File: config.mk
export PLATFORM = sky130hd
export DESIGN_NAME = md5Padder
export DESIGN_NICKNAME = d
export VERILOG_FILES = /design/src/verilog/md5Pkg.sv /design/src/verilog/md5Padder.sv
export SDC_FILE = /design/constraint.sdc
export NUM_CORES = 1
export LEC_CHECK = 0
export BUFFER_PORTS_ARGS = -buffer_cell sky130_fd_sc_hd__buf_2
export CORE_AREA = 2 2 114 116
export DETAILED_ROUTE_END_ITERATION = 10
export DIE_AREA = 0 0 116 118
export GPL_TIMING_DRIVEN = 0
export HOLD_SLACK_MARGIN = 0.03
export PLACE_DENSITY = 0.69
export REMOVE_ABC_BUFFERS = 1
export SYNTH_ARGS = -nofsm -noshare
export SYNTH_HDL_FRONTEND = slang
export SYNTH_SLANG_ARGS = --single-unit
File: constraint.sdc
create_clock -name clk -period 1.13 [get_ports clk]
set_input_delay 0.0565 -clock clk [delete_from_list [all_inputs] [get_ports clk]]
set_output_delay 0.0565 -clock clk [all_outputs]
set_load 0.01 [all_outputs]
File: src/verilog/md5Pkg.sv
`default_nettype none

package md5Pkg;

	// Word and field widths
	localparam int wordBits = 32;
	localparam int guessBytes = 16;
	localparam int guessLenBits = 4;

	typedef logic [wordBits-1:0] word_t;

	// Pipeline depth: padder, one stage per step, output adder
	localparam int stepCount = 64;
	localparam int pipeLatency = stepCount + 2;

	// Initial chaining value
	localparam word_t initA = 32'h67452301;
	localparam word_t initB = 32'hefcdab89;
	localparam word_t initC = 32'h98badcfe;
	localparam word_t initD = 32'h10325476;

	typedef enum logic [1:0] {
		funcF,
		funcG,
		funcH,
		funcI
	} stepFunc_t;

	// Rotate amounts, four per round
	localparam logic [4:0] shiftTable [0:15] = '{
		5'd7, 5'd12, 5'd17, 5'd22,
		5'd5, 5'd9, 5'd14, 5'd20,
		5'd4, 5'd11, 5'd16, 5'd23,
		5'd6, 5'd10, 5'd15, 5'd21
	};

	// Sine-derived additive constants
	localparam word_t constTable [0:63] = '{
		32'hd76aa478, 32'he8c7b756, 32'h242070db, 32'hc1bdceee,
		32'hf57c0faf, 32'h4787c62a, 32'ha8304613, 32'hfd469501,
		32'h698098d8, 32'h8b44f7af, 32'hffff5bb1, 32'h895cd7be,
		32'h6b901122, 32'hfd987193, 32'ha679438e, 32'h49b40821,
		32'hf61e2562, 32'hc040b340, 32'h265e5a51, 32'he9b6c7aa,
		32'hd62f105d, 32'h02441453, 32'hd8a1e681, 32'he7d3fbc8,
		32'h21e1cde6, 32'hc33707d6, 32'hf4d50d87, 32'h455a14ed,
		32'ha9e3e905, 32'hfcefa3f8, 32'h676f02d9, 32'h8d2a4c8a,
		32'hfffa3942, 32'h8771f681, 32'h6d9d6122, 32'hfde5380c,
		32'ha4beea44, 32'h4bdecfa9, 32'hf6bb4b60, 32'hbebfbc70,
		32'h289b7ec6, 32'heaa127fa, 32'hd4ef3085, 32'h04881d05,
		32'hd9d4d039, 32'he6db99e5, 32'h1fa27cf8, 32'hc4ac5665,
		32'hf4292244, 32'h432aff97, 32'hab9423a7, 32'hfc93a039,
		32'h655b59c3, 32'h8f0ccc92, 32'hffeff47d, 32'h85845dd1,
		32'h6fa87e4f, 32'hfe2ce6e0, 32'ha3014314, 32'h4e0811a1,
		32'hf7537e82, 32'hbd3af235, 32'h2ad7d2bb, 32'heb86d391
	};

	// One round function per group of sixteen steps
	function automatic stepFunc_t stepFuncOf(input int stepIdx);
		case (stepIdx / 16)
			0: return funcF;
			1: return funcG;
			2: return funcH;
			default: return funcI;
		endcase
	endfunction

	function automatic logic [4:0] shiftOf(input int stepIdx);
		return shiftTable[4 * (stepIdx / 16) + stepIdx % 4];
	endfunction

	function automatic word_t constOf(input int stepIdx);
		return constTable[stepIdx];
	endfunction

	// Block word consumed by each step
	function automatic int msgIndexOf(input int stepIdx);
		case (stepIdx / 16)
			0: return stepIdx % 16;
			1: return (5 * stepIdx + 1) % 16;
			2: return (3 * stepIdx + 5) % 16;
			default: return (7 * stepIdx) % 16;
		endcase
	endfunction

endpackage

`default_nettype wire
File: src/verilog/md5Padder.sv
`timescale 1ns/1ps
`default_nettype none

module md5Padder (
	input logic clk,
	input logic reset,
	input logic [8*md5Pkg::guessBytes-1:0] guess,
	input logic [md5Pkg::guessLenBits-1:0] guessLen,
	output md5Pkg::word_t msg0,
	output md5Pkg::word_t msg1,
	output md5Pkg::word_t msg2,
	output md5Pkg::word_t msg3,
	output md5Pkg::word_t msgLen
);

	// Padded message bytes in stream order
	logic [7:0] padBytes [0:md5Pkg::guessBytes-1];

	always_comb begin
		int k;
		for (k = 0; k < md5Pkg::guessBytes; k++) begin
			if (k < guessLen) begin
				// First guess byte sits in the top bits
				padBytes[k] = guess[8*(md5Pkg::guessBytes-1-k) +: 8];
			end else if (k == guessLen) begin
				padBytes[k] = 8'h80;
			end else begin
				padBytes[k] = 8'h00;
			end
		end
	end

	// Little-endian packing, first byte in the low bits of each word
	always_ff @(posedge clk) begin
		if (reset) begin
			msg0 <= '0;
			msg1 <= '0;
			msg2 <= '0;
			msg3 <= '0;
			msgLen <= '0;
		end else begin
			msg0 <= {padBytes[3], padBytes[2], padBytes[1], padBytes[0]};
			msg1 <= {padBytes[7], padBytes[6], padBytes[5], padBytes[4]};
			msg2 <= {padBytes[11], padBytes[10], padBytes[9], padBytes[8]};
			msg3 <= {padBytes[15], padBytes[14], padBytes[13], padBytes[12]};
			// Length in bits
			msgLen <= md5Pkg::word_t'(guessLen) << 3;
		end
	end

endmodule

`default_nettype wire

==> run summary <==
The run finished with clean final reports. The multi-input combinational cells in the finished layout cover a total of 1289 sq um. From left edge to right edge, the die measures 116 microns. In the routed layout, each cell is associated on average with a via count of 4.310.

For the count of yosys warnings during synthesis, the log shows 0. For this run, the share of the core covered by cells in the final layout is 56.96%. Cell internal power was estimated by the tool at 0.008560 W.

Cells with a size suffix above 1 make up 40.27% of the layout. STA puts the critical path data required time at 1.47 ns. The top-area cell type share of the netlist area is 61.54%, and the instance area at placement is 5283 sq um.

The sequential fraction of the synthesis area came out at 61.54%. Sorting the synthesized cells by area gives the leading types as sky130_fd_sc_hd__dfxtp_1, sky130_fd_sc_hd__nor3b_1, sky130_fd_sc_hd__buf_4. The shortest clock period the worst path allows after layout came out at 0.9781 ns. By area, the combinational part of the netlist is dominated by simple AND/OR/NAND/NOR gates.

The routed layout has 3888 vias. After the last flow step, the layout net total stands at 851. The mean instance size in the synthesized netlist was 11.69 sq um; the final period utilization was 86.56%. Including well taps, the total number of placed cells is 749.

At the end of routability-driven placement, the weighted congestion stood at 0.7323. The cell taking the most area after synthesis is sky130_fd_sc_hd__dfxtp_1. The repair_antennas step left the layout with diodes totalling 0.

Cell at the root of the clock tree: sky130_fd_sc_hd__clkbuf_16. Counting the buffers created by CTS gives 17. The floorplan has 41 rows. The run gives 0 as the total count of max-transition violations in the final report. By count the netlist is led by sky130_fd_sc_hd__dfxtp_1, sky130_fd_sc_hd__nor3b_1, sky130_fd_sc_hd__buf_4. After clock tree synthesis, the clock-pin slew on the worst setup and hold paths is 0.05 ns.

Setup violations remaining at the end of the flow were counted as 0. The most repeated cell in the gate-level netlist after synthesis is sky130_fd_sc_hd__dfxtp_1. Detailed placement finished with a half-perimeter wire length of 7.616 mm. The count of distinct cell types in the synthesized netlist was 40; the count of boundary I/O pins was 294. The normalized max-slew margin came out at 57.05%. The worst voltage drop across the vdd grid is 931.3 uV, and the effective utilization at floorplan is 32.76%. The synthesized netlist devotes 6.277% of its cell area to compound gates. The floorplan step set the die height to 118 microns. The total area inside the core boundary comes to 12410 sq um.

The net switching share of the total power was 22.85%; the number of detailed-routing iterations run before antenna repair was 4. After layout, the design draws a total of 0.01109 W. The proportion of power drawn by combinational gates is 11.4%.

For this run the aggregate overflow at the end of global routing stands at 0. The transition time of the tightest slew-check pin is 0.6443 ns, and the fraction of met1 tracks used by global routing is 18.66%. The clock share of power was 46.7%; the total wire length after detailed routing was 13.27 mm. The static power due to leakage is 3.461 nW. Setup repair after global routing left no endpoint under its margin. For the wire length of the first global-routing pass, the log shows 19.99 mm. Across the run, the number of max-cap violations was 0. The layout has 990 filler cells. The run gives 1.32 ns as the arrival time of data at the critical path endpoint. The share of total power dissipated in sequential elements is 41.8%. In the global route stage, met3 resource usage came out at 6.437%.

The logs give 0 for the number of antenna violations at the first check in global routing and 0 for the post-CTS setup repair buffer count. In this run the worst setup path begins at guessLen[2]. The worst-case clock buffer depth was 2. The die covers 13690 sq um.

The portion of synthesized area spent on multiplexers is 0.5231%. The register bit count reported by yosys came out at 125. Entering global routing, the biggest net connects 52 pins.

For this run, asynchronously set or reset flops after synthesis account for 0%. During placement, the flow inserted port buffers numbering 250. After Yosys synthesis, and, or, nand and nor cells account for 21.26% of the synthesized area. After routing the design area is 7072 sq um. Synthesis handed over a netlist of 348 instances. For this design, the sink count on the clock tree is 125.

Worst hold-check path type: primary input to register. From synthesis to final layout, the design area changed by 73.91%. In this run the cell area of the synthesized design comes to 4066 sq um.

In the global route stage, met2 resource usage came out at 34.17%. The critical path launch point type was a primary input. In the synthesized netlist the dominant register cell turns out to be sky130_fd_sc_hd__dfxtp_1.

Leaving out filler cells and counting taps, the final layout contains 902. The final hold violation count came out at 0. The CTS H-tree depth is 4, and the average wire per cell in the routed design is 14.72 microns. The worst setup path is of the primary input to register kind. The switching power summed over all nets came out at 0.002535 W. The detail route stage leaves a number of antenna-violating nets equal to 0. The worst hold path begins at reset. The maximum fanout along the worst path came out at 25. TritonCTS built the clock tree. The remaining design rule violation count was 0. In this run the most used layer during global routing was met2. Dividing total power by cell area gives a power density of 1569 nW/um^2.

Across the whole layout, storage elements account for 2502 sq um. The via count of the first global-routing pass was 4098; the fmax was 1022 MHz. The detailed router's first-iteration violation count was 176.

STA classifies the critical path endpoint as a register. The synthesized netlist devotes 0% of its cell area to adder and majority cells. Global routing used 19.08% of the available tracks.

Number of flops mapped to enable cells by yosys: 0. Xor and xnor fraction of the mapped netlist area: 0%.
## metal layers
metal	vias up	share of wire, %	wire, microns
met5	-	0	0
met4	0	3.3	442
met3	35	8.4	1112
met2	218	50	6699
met1	1796	38	5018
li1	1839	-	-
## area by class of cell
type                            instances  share of cell area (%)
Sequential cell                       125                   35.39
Timing Repair Buffer                  370                   34.71
Multi-Input combinational cell        192                   18.22
Clock buffer                           21                   6.369
Tap cell                              172                   3.043
Clock inverter                         11                   1.681
Inverter                               11                  0.5839
## placed cells by master, fill, tap and decap left out, drive strengths merged, types with 3 or more instances in the layout
cell type and n:
o21a 3, conb 35, clkinv 5, a211oi 9, nor3b 56, nor2b 4, o21ba 4, nor3 5
inv 11, dfxtp 125, clkinvlp 4, nand2 3, clkbuf 21, a21boi 8, buf 250, nor2 3
dlygate4sd3 120, and2 29, o21ai 3, and3 7, a21oi 6
## stage by stage
stage / worst slack [ns] / setup TNS (ns) / hold slack [ns]
6_report: 0.1519 / 0 / 0.1379
5_1_grt: 0.06335 / 0 / 0.1750
4_1_cts: 0.09508 / 0 / 0.1002
3_5_place_dp: -1.345 / -56.44 / 0.2576
3_3_place_gp: -1.266 / -50.32 / 0.2571
2_1_floorplan: -0.05344 / -0.3741 / 0.1211
## kinds of logic (layout without fill, tap and decap cells)
kind of cell	after synthesis	after routing
and+or+nand+nor	120	121
DFF	125	125
AOI/OAI and AO/OA	34	34
other	1	35
muxes	2	2
buffers and inverters	66	413
## sequential cells by signal, summed over array words and instances, names as in the netlist
name	cells
msg3	25
msg1	32
msgLen	4
msg2	32
msg0	32
## worst paths after layout
| check | end | cells past startpoint | slack, ns |
|---|---|---|---|
| worst min-delay path | msgLen[4] | 2 | 0.14 |
| worst max-delay path | msg3[23] | 3 | 0.15 |
## repair_timing
item	in CTS	in global routing
endpoints found under the setup margin	40	7
cloned	0	1
gates resized for setup	3	0
pin swaps	0	0
endpoints found under the hold margin	120	0
hold buffers	120	0
## worst max-delay path, cell delays in order
cell and delay [ns]:
sky130_fd_sc_hd__buf_2 0.49, sky130_fd_sc_hd__and4b_1 0.54, sky130_fd_sc_hd__a21boi_0 0.22
## power groups by stage
| stage | Clock [W] | Sequential, W | Combinational [W] |
|---|---|---|---|
| floorplan | 0 | 0.00484 | 0.000272 |
| detailed placement | 0 | 0.00473 | 0.000901 |
| global route | 0.00547 | 0.00465 | 0.00137 |
| global placement | 0 | 0.00473 | 0.000882 |
| CTS | 0.00530 | 0.00464 | 0.00123 |
| finish | 0.00518 | 0.00464 | 0.00127 |
(Power assumes the default switching activity.)
