**src/verilog/md5Pkg.sv**
```systemverilog
`default_nettype none

package md5Pkg;

	// Word and field widths
	localparam int wordBits = 32;
	localparam int guessBytes = 16;
	localparam int guessLenBits = 4;

	typedef logic [wordBits-1:0] word_t;

	// Pipeline depth: padder, one stage per step, output adder
	localparam int stepCount = 64;
	localparam int pipeLatency = stepCount + 2;

	// Initial chaining value
	localparam word_t initA = 32'h67452301;
	localparam word_t initB = 32'hefcdab89;
	localparam word_t initC = 32'h98badcfe;
	localparam word_t initD = 32'h10325476;

	typedef enum logic [1:0] {
		funcF,
		funcG,
		funcH,
		funcI
	} stepFunc_t;

	// Rotate amounts, four per round
	localparam logic [4:0] shiftTable [0:15] = '{
		5'd7, 5'd12, 5'd17, 5'd22,
		5'd5, 5'd9, 5'd14, 5'd20,
		5'd4, 5'd11, 5'd16, 5'd23,
		5'd6, 5'd10, 5'd15, 5'd21
	};

	// Sine-derived additive constants
	localparam word_t constTable [0:63] = '{
		32'hd76aa478, 32'he8c7b756, 32'h242070db, 32'hc1bdceee,
		32'hf57c0faf, 32'h4787c62a, 32'ha8304613, 32'hfd469501,
		32'h698098d8, 32'h8b44f7af, 32'hffff5bb1, 32'h895cd7be,
		32'h6b901122, 32'hfd987193, 32'ha679438e, 32'h49b40821,
		32'hf61e2562, 32'hc040b340, 32'h265e5a51, 32'he9b6c7aa,
		32'hd62f105d, 32'h02441453, 32'hd8a1e681, 32'he7d3fbc8,
		32'h21e1cde6, 32'hc33707d6, 32'hf4d50d87, 32'h455a14ed,
		32'ha9e3e905, 32'hfcefa3f8, 32'h676f02d9, 32'h8d2a4c8a,
		32'hfffa3942, 32'h8771f681, 32'h6d9d6122, 32'hfde5380c,
		32'ha4beea44, 32'h4bdecfa9, 32'hf6bb4b60, 32'hbebfbc70,
		32'h289b7ec6, 32'heaa127fa, 32'hd4ef3085, 32'h04881d05,
		32'hd9d4d039, 32'he6db99e5, 32'h1fa27cf8, 32'hc4ac5665,
		32'hf4292244, 32'h432aff97, 32'hab9423a7, 32'hfc93a039,
		32'h655b59c3, 32'h8f0ccc92, 32'hffeff47d, 32'h85845dd1,
		32'h6fa87e4f, 32'hfe2ce6e0, 32'ha3014314, 32'h4e0811a1,
		32'hf7537e82, 32'hbd3af235, 32'h2ad7d2bb, 32'heb86d391
	};

	// One round function per group of sixteen steps
	function automatic stepFunc_t stepFuncOf(input int stepIdx);
		case (stepIdx / 16)
			0: return funcF;
			1: return funcG;
			2: return funcH;
			default: return funcI;
		endcase
	endfunction

	function automatic logic [4:0] shiftOf(input int stepIdx);
		return shiftTable[4 * (stepIdx / 16) + stepIdx % 4];
	endfunction

	function automatic word_t constOf(input int stepIdx);
		return constTable[stepIdx];
	endfunction

	// Block word consumed by each step
	function automatic int msgIndexOf(input int stepIdx);
		case (stepIdx / 16)
			0: return stepIdx % 16;
			1: return (5 * stepIdx + 1) % 16;
			2: return (3 * stepIdx + 5) % 16;
			default: return (7 * stepIdx) % 16;
		endcase
	endfunction

endpackage

`default_nettype wire
```
**src/verilog/md5Step.sv**
```systemverilog
`timescale 1ns/1ps
`default_nettype none

module md5Step #(
	parameter int stepIndex = 0
) (
	input logic clk,
	input logic reset,
	input md5Pkg::word_t inA,
	input md5Pkg::word_t inB,
	input md5Pkg::word_t inC,
	input md5Pkg::word_t inD,
	input md5Pkg::word_t in0,
	input md5Pkg::word_t in1,
	input md5Pkg::word_t in2,
	input md5Pkg::word_t in3,
	input md5Pkg::word_t inLen,
	output md5Pkg::word_t outA,
	output md5Pkg::word_t outB,
	output md5Pkg::word_t outC,
	output md5Pkg::word_t outD,
	output md5Pkg::word_t out0,
	output md5Pkg::word_t out1,
	output md5Pkg::word_t out2,
	output md5Pkg::word_t out3,
	output md5Pkg::word_t outLen
);

	localparam md5Pkg::stepFunc_t func = md5Pkg::stepFuncOf(stepIndex);
	localparam logic [4:0] shift = md5Pkg::shiftOf(stepIndex);
	localparam md5Pkg::word_t stepConst = md5Pkg::constOf(stepIndex);
	localparam int msgIndex = md5Pkg::msgIndexOf(stepIndex);

	md5Pkg::word_t roundVal;
	md5Pkg::word_t msgWord;
	md5Pkg::word_t inner;
	logic [2*md5Pkg::wordBits-1:0] funnel;
	md5Pkg::word_t rotated;

	always_comb begin
		case (func)
			md5Pkg::funcF: roundVal = (inB & inC) | (~inB & inD);
			md5Pkg::funcG: roundVal = (inB & inD) | (inC & ~inD);
			md5Pkg::funcH: roundVal = inB ^ inC ^ inD;
			default: roundVal = inC ^ (inB | ~inD);
		endcase
	end

	// Words 4 to 13 and 15 are zero for guesses under 16 bytes
	always_comb begin
		case (msgIndex)
			0: msgWord = in0;
			1: msgWord = in1;
			2: msgWord = in2;
			3: msgWord = in3;
			14: msgWord = inLen;
			default: msgWord = '0;
		endcase
	end

	assign inner = inA + roundVal + msgWord + stepConst;

	// Left rotate via a doubled word
	assign funnel = {inner, inner} << shift;
	assign rotated = funnel[2*md5Pkg::wordBits-1 -: md5Pkg::wordBits];

	always_ff @(posedge clk) begin
		if (reset) begin
			outA <= '0;
			outB <= '0;
			outC <= '0;
			outD <= '0;
			out0 <= '0;
			out1 <= '0;
			out2 <= '0;
			out3 <= '0;
			outLen <= '0;
		end else begin
			outA <= inD;
			outB <= inB + rotated;
			outC <= inB;
			outD <= inC;
			// Message words travel alongside the state
			out0 <= in0;
			out1 <= in1;
			out2 <= in2;
			out3 <= in3;
			outLen <= inLen;
		end
	end

endmodule

`default_nettype wire

```
**config.mk**
```make
export PLATFORM = sky130hd
export DESIGN_NAME = md5Step
export DESIGN_NICKNAME = d
export VERILOG_FILES = /design/src/verilog/md5Pkg.sv /design/src/verilog/md5Step.sv
export SDC_FILE = /design/constraint.sdc
export NUM_CORES = 1
export LEC_CHECK = 0
export BUFFER_PORTS_ARGS = -buffer_cell sky130_fd_sc_hd__buf_2
export CAP_MARGIN = 30
export CORE_AREA = 2 2 225 227
export DETAILED_ROUTE_END_ITERATION = 10
export DIE_AREA = 0 0 227 229
export PLACE_DENSITY = 0.52
export SLEW_MARGIN = 20
export SYNTH_ARGS = -nofsm -noshare
export SYNTH_HDL_FRONTEND = slang
export SYNTH_SLANG_ARGS = --single-unit
```
**constraint.sdc**
```tcl
create_clock -name clk -period 16.85 [get_ports clk]
set_input_delay 0.8425 -clock clk [delete_from_list [all_inputs] [get_ports clk]]
set_output_delay 0.8425 -clock clk [all_outputs]
set_load 0.02 [all_outputs]
```
==> out/metrics.cfg, run 1 <==
[yosys]
async_flop_share_pct = 0
synthTopCellsByArea = dfxtp_1, nor2b_1, ha_1, fa_1, inv_1
yosysMostFrequentCell = dfxtp_1
syn_area_per_cell_um2 = 10.1
synth_nets = 1635
yosys_warnings = 0
synth_top_family_by_area = simple AND/OR/NAND/NOR gates
synth_edf_count = 0
syn_area_um2 = 12300
synthSimpleGateAreaFrac_pct = 17.2
synth_compound_area_share_pct = 9.66
ys_seq_area_share_pct = 46.8
synth_commonest_cells = dfxtp_1, nor2b_1, inv_1
synth_fa_ha_area_share_pct = 14.5
synthCells = 1222
synth_seq_cells = 288
ys_types = 56
synthFlopType = dfxtp_1
muxShareOfSynthArea_pct = 2.72
synth_top_area_share_pct = 46.8
synth_xor_area_share_pct = 3.91
synth_area_leader_cell = dfxtp_1

[run]
drv_cap = 0

[setup_path]
max_stage_delay_ns = 0.50
crit_type = in -> reg
cp.arrival_ns = 7.26
slowest_stage = fa_1
path_buf_inv = 2
crit_top_cell = fa_1
critPathTopFamily = compound AO/OA/AOI/OAI gates
path_max_fanout = 4
required_ns = 17.25
worst_setup_path_start_kind = input port
worstSetupEndpointType = flip-flop

[cts]
h-tree-depth = 2
numCtsBuffers = 36
cts.sinks = 288
hold_buffers = 0
path_clk_slew_ns = 0.06
ctsResizeCount = 0
post_cts_buffers = 0
clockBufferDepth = 3
cts_root_buf = clkbuf_16
cts_tree = built

[die]
ios = 578
coreArea_um2 = 49700
start_util_pct = 24.8
die_width_um = 227
core.rowCount = 82
die-area_um2 = 52000
die_h_um = 229

[grt]
antenna_found_initial = 7
grt_use_total_pct = 17.1
grt_start_max_net_pins = 143
grt_pass1_wl_um = 65600
grt_pass1_vias = 10700
grt_overflow = 0

[route]
vias = 10400
drc_errors = 0
wl_per_cell_um = 18.4
wl_met3_um = 3580
drtIter0Drc = 347
via_per_inst = 4.15
dr.pass1.iters = 4
route.layer.met1.wl_um = 16700
drtAntennaViolNets = 0
wl_met2_um = 24100
routed_wl_um = 45900
top_layer_used = met5

[timing]
hold_ws_ns = 0.490
hold_viol = 0
rsz0062_at_grt = no
fmax_ghz = 0.146
post-route-min-period_ns = 6.86
setup_viol = 0
timing.final.crit_share_pct = 40.7
final_max_slew_viol_count = 0
max_slew_margin_pct = 33.8
worstMarginPinSlew_ns = 0.992
setup_tns_ns = 0

[power]
power.density_nw_per_um2 = 153
peakVddDrop_uv = 76.8
p_leak_nw = 8.74

[cells_and_area]
nNetsFinal = 2211
layout-drive-gt1-share_pct = 36.3
area_delta_synth_final_pct = 39.4
fillers = 5203
regArea_um2 = 5770
multi_input_area_um2 = 5910

[placed_design]
dpl.hpwl_um = 37900
finalWeightedCongestion = 0.827
portBuffers = 577

[run_status]
status = finished, final reports clean

[hold_path]
hold_path.class = in -> reg

report_power, final:
part           total, mW  leakage, nW  internal (mW)  switching [mW]
Clock              0.812        0.608          0.493           0.319
Combinational       1.04         5.73          0.420           0.623
Sequential         0.766         2.40          0.749          0.0162
cells in the final DEF, fill, tap and decap left out, types with 31 or more instances in the layout:
master     count
a21oi_1       52
nor2_1        65
buf_2        576
fa_1          33
a21o_1        31
ha_1          90
inv_1        127
nor2b_1      238
clkbuf_16     36
xnor2_1       32
dfxtp_1      288
kinds of logic (layout without fill, tap and decap cells):
kind of cell,Yosys count,in the layout
other,0,2
muxes,32,32
buffers and inverters,168,770
adders and majority gates,123,123
DFF,288,288
xor gates and xnor gates,55,55
AOI/OAI and AO/OA,178,178
and+or+nand+nor,378,378
path summary, 6_finish.rpt:
path,depth (start not counted),startpoint,slack [ns],end
hold / removal,2,in2[21],0.49,out2[21]
setup / recovery,26,inB[1],9.99,outB[28]
metal layers:
layer  vias up  global-route usage (%)
li1       5110                       -
met1      4805                    17.7
met2       368                    32.4
met3        75                    5.12
met4         4                    5.84
met5         -                       0
area by class of cell:
type	count	share of cell area, %
clock buffers	46	5.70
repair buffers	579	17.0
multi-input cells	766	34.5
flip-flops and latches	288	33.6
inverters	127	2.78
well taps	672	4.90
diodes	2	0.0292
clock inverters	18	1.53
metrics by stage:
step / power [mW] / util, % / area [um^2] / instances / worst slack (ns)
2_1_floorplan: 1.52 / - / 12300 / 1222 / 10.81
3_3_place_gp: 1.82 / 32.0 / 15900 / 2432 / 9.53
3_5_place_dp: 1.83 / 32.0 / 15900 / 2432 / 9.44
4_1_cts: 2.66 / 34.5 / 17200 / 2496 / 10.00
5_1_grt: 2.80 / 34.5 / 17200 / 2496 / 9.53
6_report: 2.62 / 34.5 / 17200 / 2498 / 9.99
(Power assumes the default switching activity.)
==> run 2, diff against run 1 <==
--- a/config.mk
+++ b/config.mk
@@ -7,10 +7,10 @@
 export LEC_CHECK = 0
 export BUFFER_PORTS_ARGS = -buffer_cell sky130_fd_sc_hd__buf_2
 export CAP_MARGIN = 30
-export CORE_AREA = 2 2 225 227
+export CORE_AREA = 2 2 227 229
 export DETAILED_ROUTE_END_ITERATION = 10
-export DIE_AREA = 0 0 227 229
-export PLACE_DENSITY = 0.52
+export DIE_AREA = 0 0 229 231
+export PLACE_DENSITY = 0.53
 export SLEW_MARGIN = 20
 export SYNTH_ARGS = -nofsm -noshare
 export SYNTH_HDL_FRONTEND = slang
==> constraint.sdc (replaced) <==
create_clock -name clk -period 5.8 [get_ports clk]
set_input_delay 0.29 -clock clk [delete_from_list [all_inputs] [get_ports clk]]
set_output_delay 0.29 -clock clk [all_outputs]
set_load 0.02 [all_outputs]
==> out/metrics.cfg, run 2 (same netlist as run 1, synthesis figures left out) <==
[run_status]
status = finished, final reports clean

[setup_path]
crit_top_cell = buf_4
worst_setup_path_start_kind = input port
critPathTopFamily = compound AO/OA/AOI/OAI gates
max_stage_delay_ns = 0.56
cp.arrival_ns = 5.92
path_max_fanout = 4
path_buf_inv = 6
worstSetupEndpointType = flip-flop
slowest_stage = dlygate4sd3_1
required_ns = 6.20
crit_type = in -> reg

[placed_design]
portBuffers = 577
dpl.hpwl_um = 37700
finalWeightedCongestion = 0.839
dp_slack_ns = -0.393

[timing]
setup_viol = 0
fmax_ghz = 0.181
layout_setup_ws_ns = 0.274
final_max_slew_viol_count = 0
worstMarginPinSlew_ns = 0.975
timing.final.crit_share_pct = 95.3
hold_viol = 0
rsz0062_at_grt = yes
post-route-min-period_ns = 5.53
max_slew_margin_pct = 35.0
setup_tns_ns = 0

[route]
wl_per_cell_um = 17.5
routed_wl_um = 48300
drtAntennaViolNets = 0
drc_errors = 0
dr.pass1.iters = 4
via_per_inst = 4.13
vias = 11400
drtIter0Drc = 341

[grt]
grt_overflow = 0
antenna_found_initial = 3
grt_start_max_net_pins = 157
grt_use_total_pct = 17.6
grt_pass1_wl_um = 70100
grt_pass1_vias = 11800

[cells_and_area]
nNetsFinal = 2470
multi_input_area_um2 = 6070
regArea_um2 = 5770
layout_commonest_cell = buf_2
layout-drive-gt1-share_pct = 35.3
finish.utilization_pct = 38.8
fillers = 5081
area_delta_synth_final_pct = 59.9
layout_common_cells = buf_2, dfxtp_1, nor2b_1

[power]
switching_share_pct = 36.7
intPower_mw = 4.98
pwr-share-comb_pct = 44.0
clkPwrFrac_pct = 27.6
peakVddDrop_uv = 206
seqPwrFrac_pct = 28.3
power.net_switching_mw = 2.89
power.density_nw_per_um2 = 400
p_leak_nw = 9.82
total_power_mw = 7.87

[cts]
cts_root_buf = clkbuf_16
h-tree-depth = 2
numCtsBuffers = 36
cts.sinks = 288
cts_tree = built
clockBufferDepth = 3
path_clk_slew_ns = 0.06

[die]
die_h_um = 231
die-area_um2 = 52900
ios = 578
start_util_pct = 24.3
core.rowCount = 83
coreArea_um2 = 50700
die_width_um = 229

[run]
drv_cap = 0

[hold_path]
hold_path.class = in -> reg

-- run 2: routing by layer --
metal | wire (um) | global-route usage [%]
met2 | 24900 | 32.3
met3 | 2990 | 4.72
met1 | 18300 | 18.6
met5 | 19 | 0
met4 | 2210 | 8.10
-- run 2: power groups by stage --
stage | registers, mW | clock network [mW] | logic [mW]
after floorplan | 2.51 | 0 | 1.91
after global placement | 2.27 | 0 | 3.24
after detailed placement | 2.27 | 0 | 3.25
after CTS | 2.23 | 2.26 | 3.39
after global routing | 2.25 | 2.34 | 3.84
final | 2.23 | 2.17 | 3.46
-- run 2: timing repair --
item                                    4_1_cts  5_1_grt
endpoints found under the hold margin       209        0
hold buffers                                209        0
endpoints found under the setup margin        0       19
gates resized for setup                       0       32
buffers inserted                              0        2
-- run 2: per-stage QoR --
step / instances / hold slack (ns) / instance area, um^2
2_1_floorplan: 1222 / 0.418 / 12300
3_3_place_gp: 2488 / 0.497 / 16300
3_5_place_dp: 2488 / 0.503 / 16300
4_1_cts: 2759 / 0.000804 / 19500
5_1_grt: 2762 / 0.0130 / 19700
6_report: 2764 / 0.0209 / 19700
-- run 2: worst paths after layout --
path | from | end | depth (start not counted)
setup / recovery | inC[7] | outB[24] | 28
hold / removal | in0[21] | out0[21] | 3
-- run 2: cell type report --
type	count	area share, %
Antenna cell	3	0.0381
Clock buffer	47	5.10
Clock inverter	15	0.661
Inverter	127	2.42
Multi-Input combinational cell	766	30.8
Sequential cell	288	29.3
Tap cell	680	4.32
Timing Repair Buffer	838	27.3
==> run 3, diff against run 2 <==
--- a/config.mk
+++ b/config.mk
@@ -10,7 +10,6 @@
 export CORE_AREA = 2 2 227 229
 export DETAILED_ROUTE_END_ITERATION = 10
 export DIE_AREA = 0 0 229 231
-export PLACE_DENSITY = 0.53
 export SLEW_MARGIN = 20
 export SYNTH_ARGS = -nofsm -noshare
 export SYNTH_HDL_FRONTEND = slang
==> out/metrics.cfg, run 3 (same netlist as run 1, synthesis figures left out) <==
[run_status]
status = finished, final reports clean

[cts]
h-tree-depth = 2
numCtsBuffers = 35
clockBufferDepth = 3
cts.sinks = 288
cts_root_buf = clkbuf_16
path_clk_slew_ns = 0.05
cts_tree = built

[power]
total_power_mw = 7.90
pwr-share-comb_pct = 43.7
power.net_switching_mw = 2.88
clkPwrFrac_pct = 28.1
seqPwrFrac_pct = 28.2
switching_share_pct = 36.5
p_leak_nw = 9.84
peakVddDrop_uv = 211
intPower_mw = 5.02
power.density_nw_per_um2 = 401

[timing]
post-route-min-period_ns = 5.61
timing.final.crit_share_pct = 96.7
hold_viol = 0
setup_tns_ns = 0
max_slew_margin_pct = 31.1
worstMarginPinSlew_ns = 1.03
final_max_slew_viol_count = 0
setup_viol = 0
fmax_ghz = 0.178

[route]
route.layer.met1.wl_um = 18800
via_per_inst = 4.17
wl_met3_um = 3130
drtAntennaViolNets = 0
dr.pass1.iters = 4
drc_errors = 0
top_layer_used = met5
vias = 11500
wl_per_cell_um = 18.1
drtIter0Drc = 416
wl_met2_um = 26600
routed_wl_um = 50100

[die]
die-area_um2 = 52900
coreArea_um2 = 50700
ios = 578
die_h_um = 231
die_width_um = 229
start_util_pct = 24.3
core.rowCount = 83

[cells_and_area]
layout_common_cells = buf_2, dfxtp_1, nor2b_1
area_delta_synth_final_pct = 60.0
layout_commonest_cell = buf_2
fin_cells = 2764
fillers = 5018
layout-drive-gt1-share_pct = 34.7
nNetsFinal = 2470
finish.utilization_pct = 38.9
stdcell_area_um2 = 19700

[setup_path]
critPathTopFamily = compound AO/OA/AOI/OAI gates
path_max_fanout = 5
slowest_stage = dlygate4sd3_1
worstSetupEndpointType = flip-flop
path_buf_inv = 5
required_ns = 6.18
cp.arrival_ns = 5.98
crit_type = in -> reg
worst_setup_path_start_kind = input port
max_stage_delay_ns = 0.56
crit_top_cell = ha_1

[placed_design]
portBuffers = 577
finalWeightedCongestion = 0.820
postPlaceCellArea_um2 = 16300
dpl.hpwl_um = 38100
dp_cells = 2484

[grt]
grt_use_total_pct = 18.2
grt_overflow = 0
grt_pass1_vias = 12000
grt_pass1_wl_um = 72200
grt_start_max_net_pins = 201
antenna_found_initial = 6

[hold_path]
hold_path.class = in -> reg

[run]
drv_cap = 0

-- run 3: what timing repair did --
action / CTS / global route
hold buffers: 214 / 0
setup endpoints to repair: 0 / 20
resized for setup: 0 / 24
setup buffers: 0 / 2
endpoints found under the hold margin: 214 / 0
-- run 3: routing by layer --
metal	track usage, %	up-vias
met5	0	-
met4	6.29	4
met3	4.92	76
met2	34.7	373
met1	19.1	5430
li1	-	5633
-- run 3: worst min-delay path: stages --
cell and delay, ns:
buf_2 0.08, inv_1 0.05, nor2_1 0.10
-- run 3: metrics by stage --
stage	worst slack (ns)	hold WS, ns
after floorplan	0.308	0.418
after global placement	-0.300	0.497
after detailed placement	-0.375	0.503
after CTS	0.00848	0.000227
after global routing	-0.0317	0.0111
final	0.191	0.0329
-- run 3: power groups by stage --
stage,sequential [mW],clock (mW),combinational (mW)
2_1_floorplan,2.51,0,1.91
3_3_place_gp,2.27,0,3.19
3_5_place_dp,2.27,0,3.22
4_1_cts,2.23,2.29,3.36
5_1_grt,2.24,2.36,3.80
6_report,2.23,2.22,3.45
-- run 3: layout make-up --
class / instances / area, um^2 / area share, %
diodes: 4 / 10.0 / 0.0508
clock buffers: 46 / 977 / 4.96
clock inverters: 14 / 168 / 0.851
inverters: 127 / 477 / 2.42
multi-input cells: 766 / 6030 / 30.6
flip-flops and latches: 288 / 5770 / 29.3
well taps: 680 / 851 / 4.32
repair buffers: 839 / 5410 / 27.5
-- run 3: worst paths after layout --
| check | startpoint | to | cells after the start |
|---|---|---|---|
| min | in0[19] | out0[19] | 3 |
| max | in0[6] | outB[31] | 25 |
